--- config.mk ---
export PLATFORM = sky130hd
export DESIGN_NAME = h80_core_flat
export DESIGN_NICKNAME = d
export VERILOG_FILES = /design/src/common/h80_pkg.sv /design/src/common/h80_bus_if.sv /design/src/core/h80_alu.sv /design/src/core/h80_regfile.sv /design/src/core/h80_core.sv /design/src/flat_wrapper.sv
export SDC_FILE = /design/constraint.sdc
export NUM_CORES = 1
export LEC_CHECK = 0
export BUFFER_PORTS_ARGS = -buffer_cell sky130_fd_sc_hd__clkbuf_2
export CAP_MARGIN = 30
export CORE_ASPECT_RATIO = 1.2
export CORE_MARGIN = 5
export CORE_UTILIZATION = 40
export CTS_CLUSTER_DIAMETER = 120
export DETAILED_ROUTE_END_ITERATION = 6
export GPL_TIMING_DRIVEN = 0
export PLACE_DENSITY = 0.65
export SLEW_MARGIN = 20
export SYNTH_ARGS = -nofsm -noshare
export SYNTH_HDL_FRONTEND = slang
export SYNTH_SLANG_ARGS = --single-unit
--- constraint.sdc ---
create_clock -name clk -period 8.2 [get_ports clk]
set_clock_uncertainty 0.15 [all_clocks]
set_input_delay 0.41 -clock clk [delete_from_list [all_inputs] [get_ports clk]]
set_output_delay 0.41 -clock clk [all_outputs]
set_load 0.005 [all_outputs]
--- src/common/h80_pkg.sv ---
`default_nettype none

package h80_pkg;

   typedef logic [15:0] word_t;      // register values, addresses, bus data
   typedef logic [15:0] ins_t;
   typedef logic [3:0]  reg_num_t;
   typedef logic [3:0]  flag_num_t;
   typedef logic [2:0]  bus_cmd_t;
   typedef logic [14:0] mem_index_t; // word index, address bits 15:1
   typedef logic [3:0]  alu_op_t;    // top nibble of a three-register op

   typedef enum logic [1:0] {
      st_fetch,
      st_exec,
      st_mem
   } core_state_t;

   localparam int num_regs  = 16;
   localparam int mem_words = 32768;

   // register roles
   localparam reg_num_t reg_pc   = 4'd15;
   localparam reg_num_t reg_sp   = 4'd14;
   localparam reg_num_t reg_flag = 4'd13;

   // bit positions in the flag register
   localparam flag_num_t flag_zero     = 4'd0;
   localparam flag_num_t flag_carry    = 4'd1;
   localparam flag_num_t flag_sign     = 4'd2;
   localparam flag_num_t flag_overflow = 4'd3;
   localparam flag_num_t flag_halt     = 4'd15;

   localparam word_t word_step = 16'd2;  // bytes per word

   localparam bus_cmd_t cmd_read_w  = 3'd0;
   localparam bus_cmd_t cmd_read_b  = 3'd1;
   localparam bus_cmd_t cmd_write_w = 3'd2;
   localparam bus_cmd_t cmd_write_b = 3'd3;

   localparam alu_op_t op_add = 4'd8;
   localparam alu_op_t op_sub = 4'd9;
   localparam alu_op_t op_and = 4'd12;
   localparam alu_op_t op_or  = 4'd13;
   localparam alu_op_t op_xor = 4'd14;
   localparam alu_op_t op_cp  = 4'd15;

   // opcode patterns, operand fields are zero
   localparam ins_t ins_nop      = 16'h0000;
   localparam ins_t ins_halt     = 16'h0001;
   localparam ins_t ins_ret      = 16'h0002;
   localparam ins_t ins_push     = 16'h0100;  // 0100 | r
   localparam ins_t ins_pop      = 16'h0110;  // 0110 | r
   localparam ins_t ins_call     = 16'h01c0;  // 01c0 | r
   localparam ins_t ins_jpn      = 16'h0300;  // 0300 | f << 4 | r
   localparam ins_t ins_jp       = 16'h0340;  // 0340 | f << 4 | r
   localparam ins_t ins_ld_lo    = 16'h1000;  // 1000 | d << 8 | n
   localparam ins_t ins_ld_hi    = 16'h2000;  // 2000 | d << 8 | n
   localparam ins_t ins_mem      = 16'h3000;  // 3000 | cmd << 9 | a << 4 | b
   localparam ins_t ins_mov_to_b = 16'h3c00;  // reg[b] = reg[a]
   localparam ins_t ins_mov_to_a = 16'h3e00;  // reg[a] = reg[b]

endpackage

`default_nettype wire

--- src/common/h80_bus_if.sv ---
`timescale 1ns/1ps
`default_nettype none

interface h80_bus_if import h80_pkg::*; ();

   logic     req;      // toggled by the core per request
   logic     done;     // toggled by memory when served
   bus_cmd_t cmd;
   word_t    addr;
   word_t    wr_data;
   word_t    rd_data;  // holds until the next read

   modport core (
      output req, cmd, addr, wr_data,
      input  done, rd_data
   );

   modport mem (
      input  req, cmd, addr, wr_data,
      output done, rd_data
   );

endinterface

`default_nettype wire

--- src/core/h80_alu.sv ---
`timescale 1ns/1ps
`default_nettype none

module h80_alu import h80_pkg::*; (
   input  wire alu_op_t op,
   input  wire word_t   a,
   input  wire word_t   b,
   input  wire word_t   flags_in,
   output word_t        result,
   output word_t        flags_out,
   output logic         writes_dest
);

   logic [16:0] a_ext;
   logic [16:0] b_ext;
   logic [16:0] res;
   logic        known;    // mul and div are gone
   logic        is_arith;

   assign a_ext    = {1'b0, a};
   assign b_ext    = {1'b0, b};
   assign known    = (op == op_add) || (op == op_sub) || (op == op_cp) ||
                     (op == op_and) || (op == op_or) || (op == op_xor);
   assign is_arith = (op == op_add) || (op == op_sub) || (op == op_cp);

   always_comb begin
      case (op)
         op_add:        res = a_ext + b_ext;
         op_sub, op_cp: res = a_ext - b_ext;  // bit 16 is the borrow
         op_and:        res = a_ext & b_ext;
         op_or:         res = a_ext | b_ext;
         op_xor:        res = a_ext ^ b_ext;
         default:       res = '0;
      endcase
   end

   always_comb begin
      flags_out = flags_in;  // halt and spare bits pass through
      if (known) begin
         flags_out[flag_sign] = res[15];
         flags_out[flag_zero] = (res[15:0] == 16'h0000);
         if (is_arith) begin
            flags_out[flag_carry] = res[16];
            if (op == op_add)
               flags_out[flag_overflow] = (a[15] == b[15]) && (a[15] != res[15]);
            else
               flags_out[flag_overflow] = (a[15] != b[15]) && (a[15] != res[15]);
         end else begin
            flags_out[flag_carry]    = 1'b0;
            flags_out[flag_overflow] = ~^res[15:0];  // even parity
         end
      end
   end

   assign result      = res[15:0];
   assign writes_dest = known && (op != op_cp);

endmodule

`default_nettype wire

--- src/core/h80_regfile.sv ---
`timescale 1ns/1ps
`default_nettype none

module h80_regfile import h80_pkg::*; (
   input  wire logic     clk,
   input  wire logic     reset,
   input  wire reg_num_t ra,
   input  wire reg_num_t rb,
   output word_t         a_value,
   output word_t         b_value,
   input  wire logic     we,
   input  wire reg_num_t wnum,
   input  wire word_t    wdata,
   input  wire logic     flag_we,
   input  wire word_t    flag_value,
   input  wire logic     pc_we,
   input  wire word_t    pc_next,
   input  wire reg_num_t dbg_reg,
   output word_t         dbg_value,
   output word_t         pc_value,
   output word_t         sp_value,
   output word_t         flag_value_out
);

   word_t regs [num_regs];

   assign a_value        = regs[ra];
   assign b_value        = regs[rb];
   assign dbg_value      = regs[dbg_reg];
   assign pc_value       = regs[reg_pc];
   assign sp_value       = regs[reg_sp];
   assign flag_value_out = regs[reg_flag];

   always_ff @(posedge clk) begin
      if (reset) begin
         regs[reg_pc]   <= '0;
         regs[reg_sp]   <= '0;
         regs[reg_flag] <= '0;
      end else begin
         if (pc_we)
            regs[reg_pc] <= pc_next;
         if (flag_we)
            regs[reg_flag] <= flag_value;
         if (we)
            regs[wnum] <= wdata;  // last, so an explicit write wins
      end
   end

endmodule

`default_nettype wire

--- src/core/h80_core.sv ---
`timescale 1ns/1ps
`default_nettype none

module h80_core import h80_pkg::*; (
   input  wire logic     clk,
   input  wire logic     reset,
   input  wire reg_num_t dbg_reg,
   h80_bus_if.core       bus,
   output word_t         dbg_value,
   output word_t         pc,
   output logic          halted
);

   core_state_t state;
   reg_num_t    mem_dest;    // destination of a pending read
   logic        pending;
   logic        is_read;
   ins_t        ins;
   reg_num_t    ra;
   reg_num_t    rb;
   word_t       a_value;
   word_t       b_value;
   word_t       pc_value;
   word_t       sp_value;
   word_t       flags;
   logic        we;
   reg_num_t    wnum;
   word_t       wdata;
   logic        flag_we;
   word_t       flag_next;
   logic        pc_we;
   word_t       pc_next;
   word_t       alu_result;
   word_t       alu_flags;
   logic        alu_writes;
   logic        mem_go;
   bus_cmd_t    mem_cmd;
   word_t       mem_addr;
   word_t       mem_wdata;
   reg_num_t    mem_rd_reg;
   flag_num_t   jump_flag;

   assign pending   = bus.req != bus.done;
   assign is_read   = (bus.cmd == cmd_read_w) || (bus.cmd == cmd_read_b);
   assign ins       = bus.rd_data;  // fetched word stays until the next read
   assign jump_flag = flag_num_t'(ins[5:4]);
   assign rb        = ins[3:0];
   // byte immediates read their own destination, st_mem reads the load target
   assign ra = (state == st_mem) ? mem_dest :
               ((ins[15:12] == ins_ld_lo[15:12]) || (ins[15:12] == ins_ld_hi[15:12])) ?
               ins[11:8] : ins[7:4];
   assign pc     = pc_value;
   assign halted = flags[flag_halt];

   h80_regfile u_regfile (
      .clk, .reset, .ra, .rb, .a_value, .b_value,
      .we, .wnum, .wdata,
      .flag_we, .flag_value(flag_next),
      .pc_we, .pc_next,
      .dbg_reg, .dbg_value,
      .pc_value, .sp_value, .flag_value_out(flags)
   );

   h80_alu u_alu (
      .op(alu_op_t'(ins[15:12])), .a(a_value), .b(b_value), .flags_in(flags),
      .result(alu_result), .flags_out(alu_flags), .writes_dest(alu_writes)
   );

   always_comb begin
      we         = 1'b0;
      wnum       = ins[11:8];
      wdata      = alu_result;
      flag_we    = 1'b0;
      flag_next  = alu_flags;
      pc_we      = 1'b0;
      pc_next    = pc_value + word_step;
      mem_go     = 1'b0;
      mem_cmd    = cmd_read_w;
      mem_addr   = sp_value;
      mem_wdata  = a_value;
      mem_rd_reg = ins[3:0];
      if (state == st_exec && !pending && !halted) begin
         pc_we = 1'b1;
         if (ins == ins_halt) begin
            flag_we   = 1'b1;
            flag_next = flags | (word_t'(1) << flag_halt);
         end else if (ins == ins_ret) begin
            mem_go     = 1'b1;           // pop return address into pc
            mem_rd_reg = reg_pc;
            we         = 1'b1;
            wnum       = reg_sp;
            wdata      = sp_value + word_step;
         end else if (ins[15:4] == ins_push[15:4] || ins[15:4] == ins_call[15:4]) begin
            mem_go    = 1'b1;            // pre-decrement sp
            mem_cmd   = cmd_write_w;
            mem_addr  = sp_value - word_step;
            mem_wdata = (ins[15:4] == ins_call[15:4]) ? pc_value + word_step : b_value;
            we        = 1'b1;
            wnum      = reg_sp;
            wdata     = sp_value - word_step;
            if (ins[15:4] == ins_call[15:4])
               pc_next = b_value;
         end else if (ins[15:4] == ins_pop[15:4]) begin
            mem_go = 1'b1;               // post-increment sp
            we     = 1'b1;
            wnum   = reg_sp;
            wdata  = sp_value + word_step;
         end else if (ins[15:6] == ins_jp[15:6] || ins[15:6] == ins_jpn[15:6]) begin
            if (flags[jump_flag] == ins[6])  // bit 6 set for jp, clear for jpn
               pc_next = b_value;
         end else if (ins[15:12] == ins_ld_lo[15:12]) begin
            we    = 1'b1;
            wdata = {a_value[15:8], ins[7:0]};
         end else if (ins[15:12] == ins_ld_hi[15:12]) begin
            we    = 1'b1;
            wdata = {ins[7:0], a_value[7:0]};
         end else if (ins[15:11] == ins_mem[15:11] && !ins[8]) begin
            mem_go     = 1'b1;           // a: data reg, b: address reg
            mem_cmd    = bus_cmd_t'(ins[11:9]);
            mem_addr   = b_value;
            mem_rd_reg = ins[7:4];
         end else if (ins[15:9] == ins_mov_to_b[15:9] && !ins[8]) begin
            we    = 1'b1;
            wnum  = ins[3:0];
            wdata = a_value;
         end else if (ins[15:9] == ins_mov_to_a[15:9] && !ins[8]) begin
            we    = 1'b1;
            wnum  = ins[7:4];
            wdata = b_value;
         end else if (ins[15]) begin
            we      = alu_writes;
            flag_we = 1'b1;
         end
      end else if (state == st_mem && !pending && is_read) begin
         we    = 1'b1;
         wnum  = mem_dest;
         wdata = (bus.cmd == cmd_read_b) ? {a_value[15:8], bus.rd_data[7:0]} : bus.rd_data;
      end
   end

   always_ff @(posedge clk) begin
      if (reset) begin
         state   <= st_fetch;
         bus.req <= 1'b0;
      end else if (!halted && !pending) begin
         case (state)
            st_fetch: begin
               bus.req  <= ~bus.req;
               bus.cmd  <= cmd_read_w;
               bus.addr <= pc_value;
               state    <= st_exec;
            end
            st_exec: begin
               if (mem_go) begin
                  bus.req     <= ~bus.req;
                  bus.cmd     <= mem_cmd;
                  bus.addr    <= mem_addr;
                  bus.wr_data <= mem_wdata;
                  mem_dest    <= mem_rd_reg;
                  state       <= st_mem;
               end else begin
                  state <= st_fetch;
               end
            end
            default: state <= st_fetch;  // st_mem, read data written above
         endcase
      end
   end

endmodule

`default_nettype wire

--- src/flat_wrapper.sv ---
// flat-port wrapper written by rule: the top's interface ports become plain ports
module h80_core_flat import h80_pkg::*;
  (clk, reset, dbg_reg, dbg_value, pc, halted, bus_req, bus_cmd, bus_addr, bus_wr_data, bus_done, bus_rd_data);
  h80_bus_if bus_i ();
  input  wire logic clk;
  input  wire logic reset;
  input  wire reg_num_t dbg_reg;
  output word_t dbg_value;
  output word_t pc;
  output logic halted;
  output wire logic [$bits(bus_i.req)-1:0] bus_req;
  output wire logic [$bits(bus_i.cmd)-1:0] bus_cmd;
  output wire logic [$bits(bus_i.addr)-1:0] bus_addr;
  output wire logic [$bits(bus_i.wr_data)-1:0] bus_wr_data;
  input wire logic [$bits(bus_i.done)-1:0] bus_done;
  input wire logic [$bits(bus_i.rd_data)-1:0] bus_rd_data;
  assign bus_req = bus_i.req;
  assign bus_cmd = bus_i.cmd;
  assign bus_addr = bus_i.addr;
  assign bus_wr_data = bus_i.wr_data;
  assign bus_i.done = bus_done;
  assign bus_i.rd_data = bus_rd_data;
  h80_core u_core (.clk(clk), .reset(reset), .dbg_reg(dbg_reg), .bus(bus_i), .dbg_value(dbg_value), .pc(pc), .halted(halted));
endmodule
==> results of run 1 <==
==> cells in the final DEF (no fill, tap or decap), drive strengths merged, types with 17 or more instances in the layout <==
cell,netlist,layout
buf,74,114
a22oi,17,17
nor4,23,23
nand4,24,24
a32oi,21,21
nand3,58,58
xnor2,51,51
o211ai,25,25
mux2,21,21
a31oi,26,26
edfxtp,295,295
and2,24,24
nor2,143,143
o21ai,107,107
o22ai,32,32
mux2i,109,109
ha,62,62
mux4,152,152
clkinv,2,18
inv,68,71
clkbuf,90,212
nand2,217,217
a211oi,29,29
nor3,31,31
a21oi,86,86
==> report_power, final <==
group	total (mW)	switching (mW)	internal, mW
registers	1.81	0.0465	1.77
logic	1.51	1.02	0.491
clock network	1.67	0.712	0.958
==> worst max-delay path, delay by kind of cell <==
family	cells	cell delay, ps
compound gates	6	1220
mux	2	960
simple gates	7	1700
xor+xnor	4	640
buf+inv	5	2610
fa+ha+maj	2	680
==> through the flow <==
| stage | hold slack [ps] | setup TNS [ps] | cells | cell area (µm²) | utilization [%] |
|---|---|---|---|---|---|
| 2_1_floorplan | 394.7 | 0 | 2056 | 22530 | - |
| 5_1_grt | 348.3 | 0 | 2970 | 25870 | 46.30 |
| 4_1_cts | 324.7 | 0 | 2967 | 25840 | 46.26 |
| 3_3_place_gp | 396.0 | -79200 | 2865 | 23850 | 42.69 |
| 6_report | 361.2 | 0 | 2970 | 25870 | 46.30 |
| 3_5_place_dp | 410.6 | -1485 | 2904 | 24640 | 44.11 |
==> cells by family (layout without fill, tap and decap cells) <==
| group | count (synthesis) | after routing | synth area share, % |
|---|---|---|---|
| xor+xnor | 66 | 66 | 2.682 |
| flops | 298 | 298 | 39.58 |
| other cells | 1 | 1 | 0.01664 |
| mux | 282 | 282 | 21.09 |
| simple gates | 607 | 607 | 13.05 |
| compound gates | 505 | 505 | 15.62 |
| fa+ha+maj | 63 | 63 | 3.532 |
| buf+inv | 234 | 421 | 4.437 |
==> state kept, by name, indices dropped and copies added (netlist names) <==
name	cells
u_core.bus.wr_data	16
u_core.mem_dest	4
u_core.bus.cmd	3
u_core.bus.addr	16
u_core.state	2
u_core.u_regfile.regs	256
u_core.bus.req	1
==> cell type report <==
type	count	area, µm²
Inverter	70	262.8
Tap cell	727	909.6
Multi-Input combinational cell	1524	12860
Buffer	164	750.7
Clock buffer	38	887.1
Timing Repair Buffer	124	965.9
Sequential cell	298	8919
Clock inverter	25	314.1
Fill cell	5180	30000
==> metal layers <==
| metal | part of all wire [%] | vias up | global-route usage, % | wire (µm) |
|---|---|---|---|---|
| met4 | 11 | 6 | 31.02 | 13280 |
| li1 | - | 8442 | - | - |
| met5 | 0.053 | - | 0 | 62 |
| met1 | 33 | 10440 | 41.98 | 37950 |
| met2 | 45 | 1787 | 57.35 | 51860 |
| met3 | 11 | 596 | 9.545 | 12780 |
==> how the worst min path moves through the flow <==
stage	endpoint	cells past startpoint
after floorplan	u_core.state[1]	2
after global routing	u_core.bus.req	2
after global placement	u_core.bus.req	2
after detailed placement	u_core.bus.req	2
final	u_core.state[1]	2
after CTS	u_core.state[1]	2
==> results.ini, run 1 <==
[placed_design]
dpl_worst_slack_ps = -191.5
gp_congestion = 1.140
hpwlAfterDp_um = 87890
portBuffers = 82

[floorplanning]
core.rowCount = 95
core_um2 = 55870
die_x_um = 226.7
initial_utilization_pct = 40.33
die-area_um2 = 61190
io_pins = 92
die-height_um = 270.0

[sta]
hold_viol = 0
max_slew.worst_pin.slew_ps = 1128
final.period_utilization_pct = 99.23
rsz0062_at_grt = no
setup_ws_ps = 63.39
max_slew_margin_pct = 24.81
setup-violations-final = 0
period_minus_slack_ps = 8137
fmax_ghz = 0.1229
drv_slew = 0

[drt]
first_iter_violations = 3493
via_per_inst = 7.161
wl_per_cell_um = 39.04
firstDrtPassIters = 6
drc = 0
wl_um = 115900
vias = 21270
ant_nets = 0

[cells_and_area]
diodes = 0
area_growth_pct = 14.82
nNetsFinal = 2303
drive_gt1_share_pct = 21.67

[cts]
cts_tree = yes
h-tree-depth = 2
clockRootBuffer = clkbuf_16
cts_resized = 0
cts_buffers = 35
clock-sinks = 298
clockBufferDepth = 3
insertion_delay_ps = 590
post_cts_buffers = 0
cts.clk_slew.worst_paths_ps = 60
cts_hold_buf = 0

[synth]
synth_area_leaders = edfxtp_1 39%, mux4_2 15%, mux2i_1 4.8%
ys_seq_area_share_pct = 39.58
yosysTopAreaCell = edfxtp_1
synthCells = 2056
ys_ff_latch = 298
yosys_warnings = 0
syn_area_per_cell_um2 = 10.96
ys.flop_type = edfxtp_1
synth-async-reset-ratio_pct = 0
yosysUniqueCellTypes = 97
syn_nets = 2142
synth_enable_flop_cells = 295
synthTopCellsByCount = 295 x edfxtp_1, 217 x nand2_1, 152 x mux4_2, 143 x nor2_1, 109 x mux2i_1
syn_area_um2 = 22530
synth.most_common_cell = edfxtp_1
synth_top_area_share_pct = 39.32

[setup_path]
r2r_setup_slack_ps = 210
regToRegStartpoint = u_core.u_regfile.regs[15][4]
end_kind = register
crit_top_cell = xnor2_1
cp.required_ps = 8320
cp-start-kind = primary input
critPathKind = primary input to register
crit_fanout = 10
timing.reg2reg.worst_path_depth = 25
critPathMaxStageDelay_ps = 750
startpoint = bus_rd_data[2]
timing.rr.end = u_core.u_regfile.regs[13][3]
crit_end = u_core.u_regfile.regs[13][3]
worst_ep_arrival_time_ps = 8250
crit_slowest_cell = mux2i_2

[global_routing]
grt_max_degree = 20
grt-ovfl-total = 0
grt_pass1_wl_um = 159100
grt_antenna_before_repair = 2
grt_usage_pct = 36.84
grt_pass1_vias = 20730

[worst_hold_path]
hp-start = reset
hold_class = primary input to register

[status]
outcome = complete, no violations

[job]
cap_viol_max_count = 0

[power_and_ir_drop]
p_per_area_nw_per_um2 = 192.8
ir_worst_vdd_mv = 0.1736
finalPower_mw = 4.988
p_leak_nw = 9.122

Power figures use the tool's default switching activity.
==> run 2: changes to the inputs <==
--- a/config.mk
+++ b/config.mk
@@ -5,6 +5,7 @@
 export SDC_FILE = /design/constraint.sdc
 export NUM_CORES = 1
 export LEC_CHECK = 0
+export ABC_AREA = 1
 export BUFFER_PORTS_ARGS = -buffer_cell sky130_fd_sc_hd__clkbuf_2
 export CAP_MARGIN = 30
 export CORE_ASPECT_RATIO = 1.2
@@ -13,7 +14,7 @@
 export CTS_CLUSTER_DIAMETER = 120
 export DETAILED_ROUTE_END_ITERATION = 6
 export GPL_TIMING_DRIVEN = 0
-export PLACE_DENSITY = 0.65
+export PLACE_DENSITY = 0.64
 export SLEW_MARGIN = 20
 export SYNTH_ARGS = -nofsm -noshare
 export SYNTH_HDL_FRONTEND = slang
==> results.ini, run 2 <==
[power_and_ir_drop]
p_clk_share_pct = 36.2  ; +2.7 points
p_switching_mw = 1.857  ; +4.7%
power_frac_comb_pct = 28.9  ; -1.3 points
p_leak_nw = 11.34  ; +24%
switching_share_pct = 36.16  ; +0.59 points
ir_worst_vdd_mv = 0.1145  ; -34%
seq_power_share_pct = 34.9  ; -1.4 points
p_per_area_nw_per_um2 = 193.7  ; +0.45%
p_int_mw = 3.279  ; +2.0%

[global_routing]
grt-ovfl-total = 0  ; unchanged
grt_max_degree = 16  ; -20%
grt_pass1_wl_um = 180500  ; +13%
grt_pass1_vias = 24580  ; +19%
grt_usage_pct = 40.15  ; +3.3 points
grt_antenna_before_repair = 3  ; +1

[synth]
ys_ff_latch = 298  ; unchanged
synth_enable_flop_cells = 295  ; unchanged
synth.most_common_cell = nand2_1
yosys_warnings = 0  ; unchanged
ys_seq_area_share_pct = 38.50  ; -1.1 points
yosysUniqueCellTypes = 60  ; -38%
synth-async-reset-ratio_pct = 0  ; unchanged
ys.flop_type = edfxtp_1
synth_top_area_share_pct = 38.24  ; -1.1 points
syn_nets = 3229  ; +51%
synth_area_leaders = edfxtp_1 38%, nand2_1 11%, nand3_1 7.3%
yosysTopAreaCell = edfxtp_1
syn_area_um2 = 23160  ; +2.8%
syn_area_per_cell_um2 = 7.370  ; -33%
synthCells = 3143  ; +53%
synthTopCellsByCount = 671 x nand2_1, 358 x inv_1, 339 x nand3_1, 337 x a21oi_1, 323 x o21ai_0

[floorplanning]
core_um2 = 57300  ; +2.6%
core.rowCount = 96  ; +1.1%
initial_utilization_pct = 40.43  ; +0.099 points
die-height_um = 273.6  ; +1.3%
io_pins = 92  ; unchanged
die_x_um = 229.7  ; +1.3%
die-area_um2 = 62840  ; +2.7%

[cells_and_area]
area_growth_pct = 14.48
n_fill_cell = 5928  ; +14%
top_register = u_core.u_regfile.regs
largest_reg_flops = 256  ; unchanged
regArea_um2 = 8919  ; unchanged
reg_top3 = u_core.u_regfile.regs x256, u_core.bus.addr x16, u_core.bus.wr_data x16
layout.cells.non_filler = 4065  ; +37%
fin_area_um2 = 26520  ; +2.5%
nNetsFinal = 3386  ; +47%
layout_common_cells = 671 x nand2_1, 358 x inv_1, 339 x nand3_1
final_common_cell = nand2_1
drive_gt1_share_pct = 11.33  ; -10 points
multi_input_area_um2 = 11920  ; -7.3%

[setup_path]
end_kind = register
critPathMaxStageDelay_ps = 900  ; +150 ps
regToRegStartpoint = u_core.state[1]
cpLargestDelayFamily = simple AND/OR/NAND/NOR gates
cp.required_ps = 8490  ; +170 ps
crit_fanout = 10  ; unchanged
cp-start-kind = primary input
crit_slowest_cell = buf_1
startpoint = bus_rd_data[2]
worst_ep_arrival_time_ps = 7730  ; -520 ps
critPathKind = primary input to register
worstPathBufferInverterCount = 7  ; +2

[placed_design]
dpl.cell_count = 3988  ; +37%
dpl_cell_area_um2 = 25080  ; +1.8%
dpl_worst_slack_ps = 586.3  ; +777.8 ps
hpwlAfterDp_um = 98370  ; +12%
portBuffers = 85  ; +3.7%
gp_congestion = 1.087  ; -4.6%

[cts]
clockRootBuffer = clkbuf_16
post_cts_buffers = 0  ; unchanged
cts_buffers = 37  ; +5.7%
clock-sinks = 298  ; unchanged
clockBufferDepth = 3  ; unchanged
cts_hold_buf = 1  ; +1
cts_tree = yes
cts.clk_slew.worst_paths_ps = 60  ; about the same
cts_resized = 0  ; unchanged
h-tree-depth = 2  ; unchanged
insertion_delay_ps = 590  ; about the same

[drt]
first_iter_violations = 4160  ; +19%
ant_nets = 0  ; unchanged
wl_um = 131800  ; +14%
firstDrtPassIters = 7  ; +1
via_per_inst = 6.466  ; -9.7%
vias = 26280  ; +24%
drc = 15  ; +15
wl_per_cell_um = 32.42  ; -17%

[sta]
drv_slew = 0  ; unchanged
hold_viol = 0  ; unchanged
setup_ws_ps = 760.3  ; +696.9 ps
setup_tns_ps = 0  ; unchanged
rsz0062_at_grt = no
fmax_ghz = 0.1344  ; +9.4%
max_slew.worst_pin.slew_ps = 1232  ; +103.7 ps
whs_ps = 136.0  ; -225.2 ps
setup-violations-final = 0  ; unchanged
final.period_utilization_pct = 90.73  ; -8.5 points
max_slew_margin_pct = 17.90  ; -6.9 points
period_minus_slack_ps = 7440  ; -696.9 ps

[worst_hold_path]
hp-start = bus_done
hold_class = primary input to register

[status]
outcome = finished with violations
violations = design-rule violations

[job]
cap_viol_max_count = 0  ; unchanged

## run 2: metrics by stage
stage | utilization [%] | power, mW
floorplan | - | 2.640
global placement | 42.78 | 3.195
detailed placement | 43.77 | 3.219
CTS | 46.11 | 5.053
global route | 46.27 | 5.254
finish | 46.28 | 5.136
## run 2: worst paths after layout
kind	to	slack (ps)	cells after the start
max	u_core.u_regfile.regs[13][3]	760	33
min	u_core.state[0]	140	4
max reg2reg	u_core.u_regfile.regs[13][3]	1540	27
min reg2reg	u_core.bus.req	340	1
## run 2: final cells by class
| class | count | area share, % |
|---|---|---|
| diodes | 4 | 0.03775 |
| multi-input cells | 2263 | 44.96 |
| repair buffers | 118 | 3.695 |
| flip-flops and latches | 298 | 33.63 |
| plain buffers | 191 | 3.652 |
| inverters | 391 | 5.535 |
| clock buffers | 42 | 3.723 |
| clock inverters | 23 | 1.293 |
| well taps | 735 | 3.468 |
## run 2: cell families (layout without fill, tap and decap cells)
kind of cell	Yosys count	in the layout	share of synthesized area (%)
AND/OR/NAND/NOR	1267	1267	23.65
AO/OA/AOI/OAI	872	872	21.60
buffers and inverters	582	765	10.51
flip-flops	298	298	38.50
adder cells (fa/ha/maj)	63	63	3.435
XOR/XNOR	58	58	2.193
multiplexers	2	2	0.08643
other	1	5	0.01619
## run 2: routing by layer
| metal | wire length [µm] | GRT usage, % | vias to the layer above |
|---|---|---|---|
| met5 | 0 | 0.07813 | - |
| met4 | 14130 | 33.28 | 0 |
| met3 | 16280 | 11.41 | 755 |
| met2 | 56370 | 61.88 | 2243 |
| met1 | 44990 | 46.31 | 12180 |
| li1 | - | - | 11100 |
## run 2: tightest hold or removal path, stage by stage
cell,delay [ps]
clkbuf_2,80
xor2_1,100
o21ai_0,150
a21oi_1,60
## run 2: power by group through the flow
| stage | logic, mW | clock network, mW | registers [mW] |
|---|---|---|---|
| floorplan | 0.834 | 0 | 1.81 |
| global placement | 1.37 | 0 | 1.82 |
| detailed placement | 1.40 | 0 | 1.82 |
| CTS | 1.40 | 1.86 | 1.79 |
| global route | 1.54 | 1.92 | 1.79 |
| finish | 1.48 | 1.86 | 1.79 |
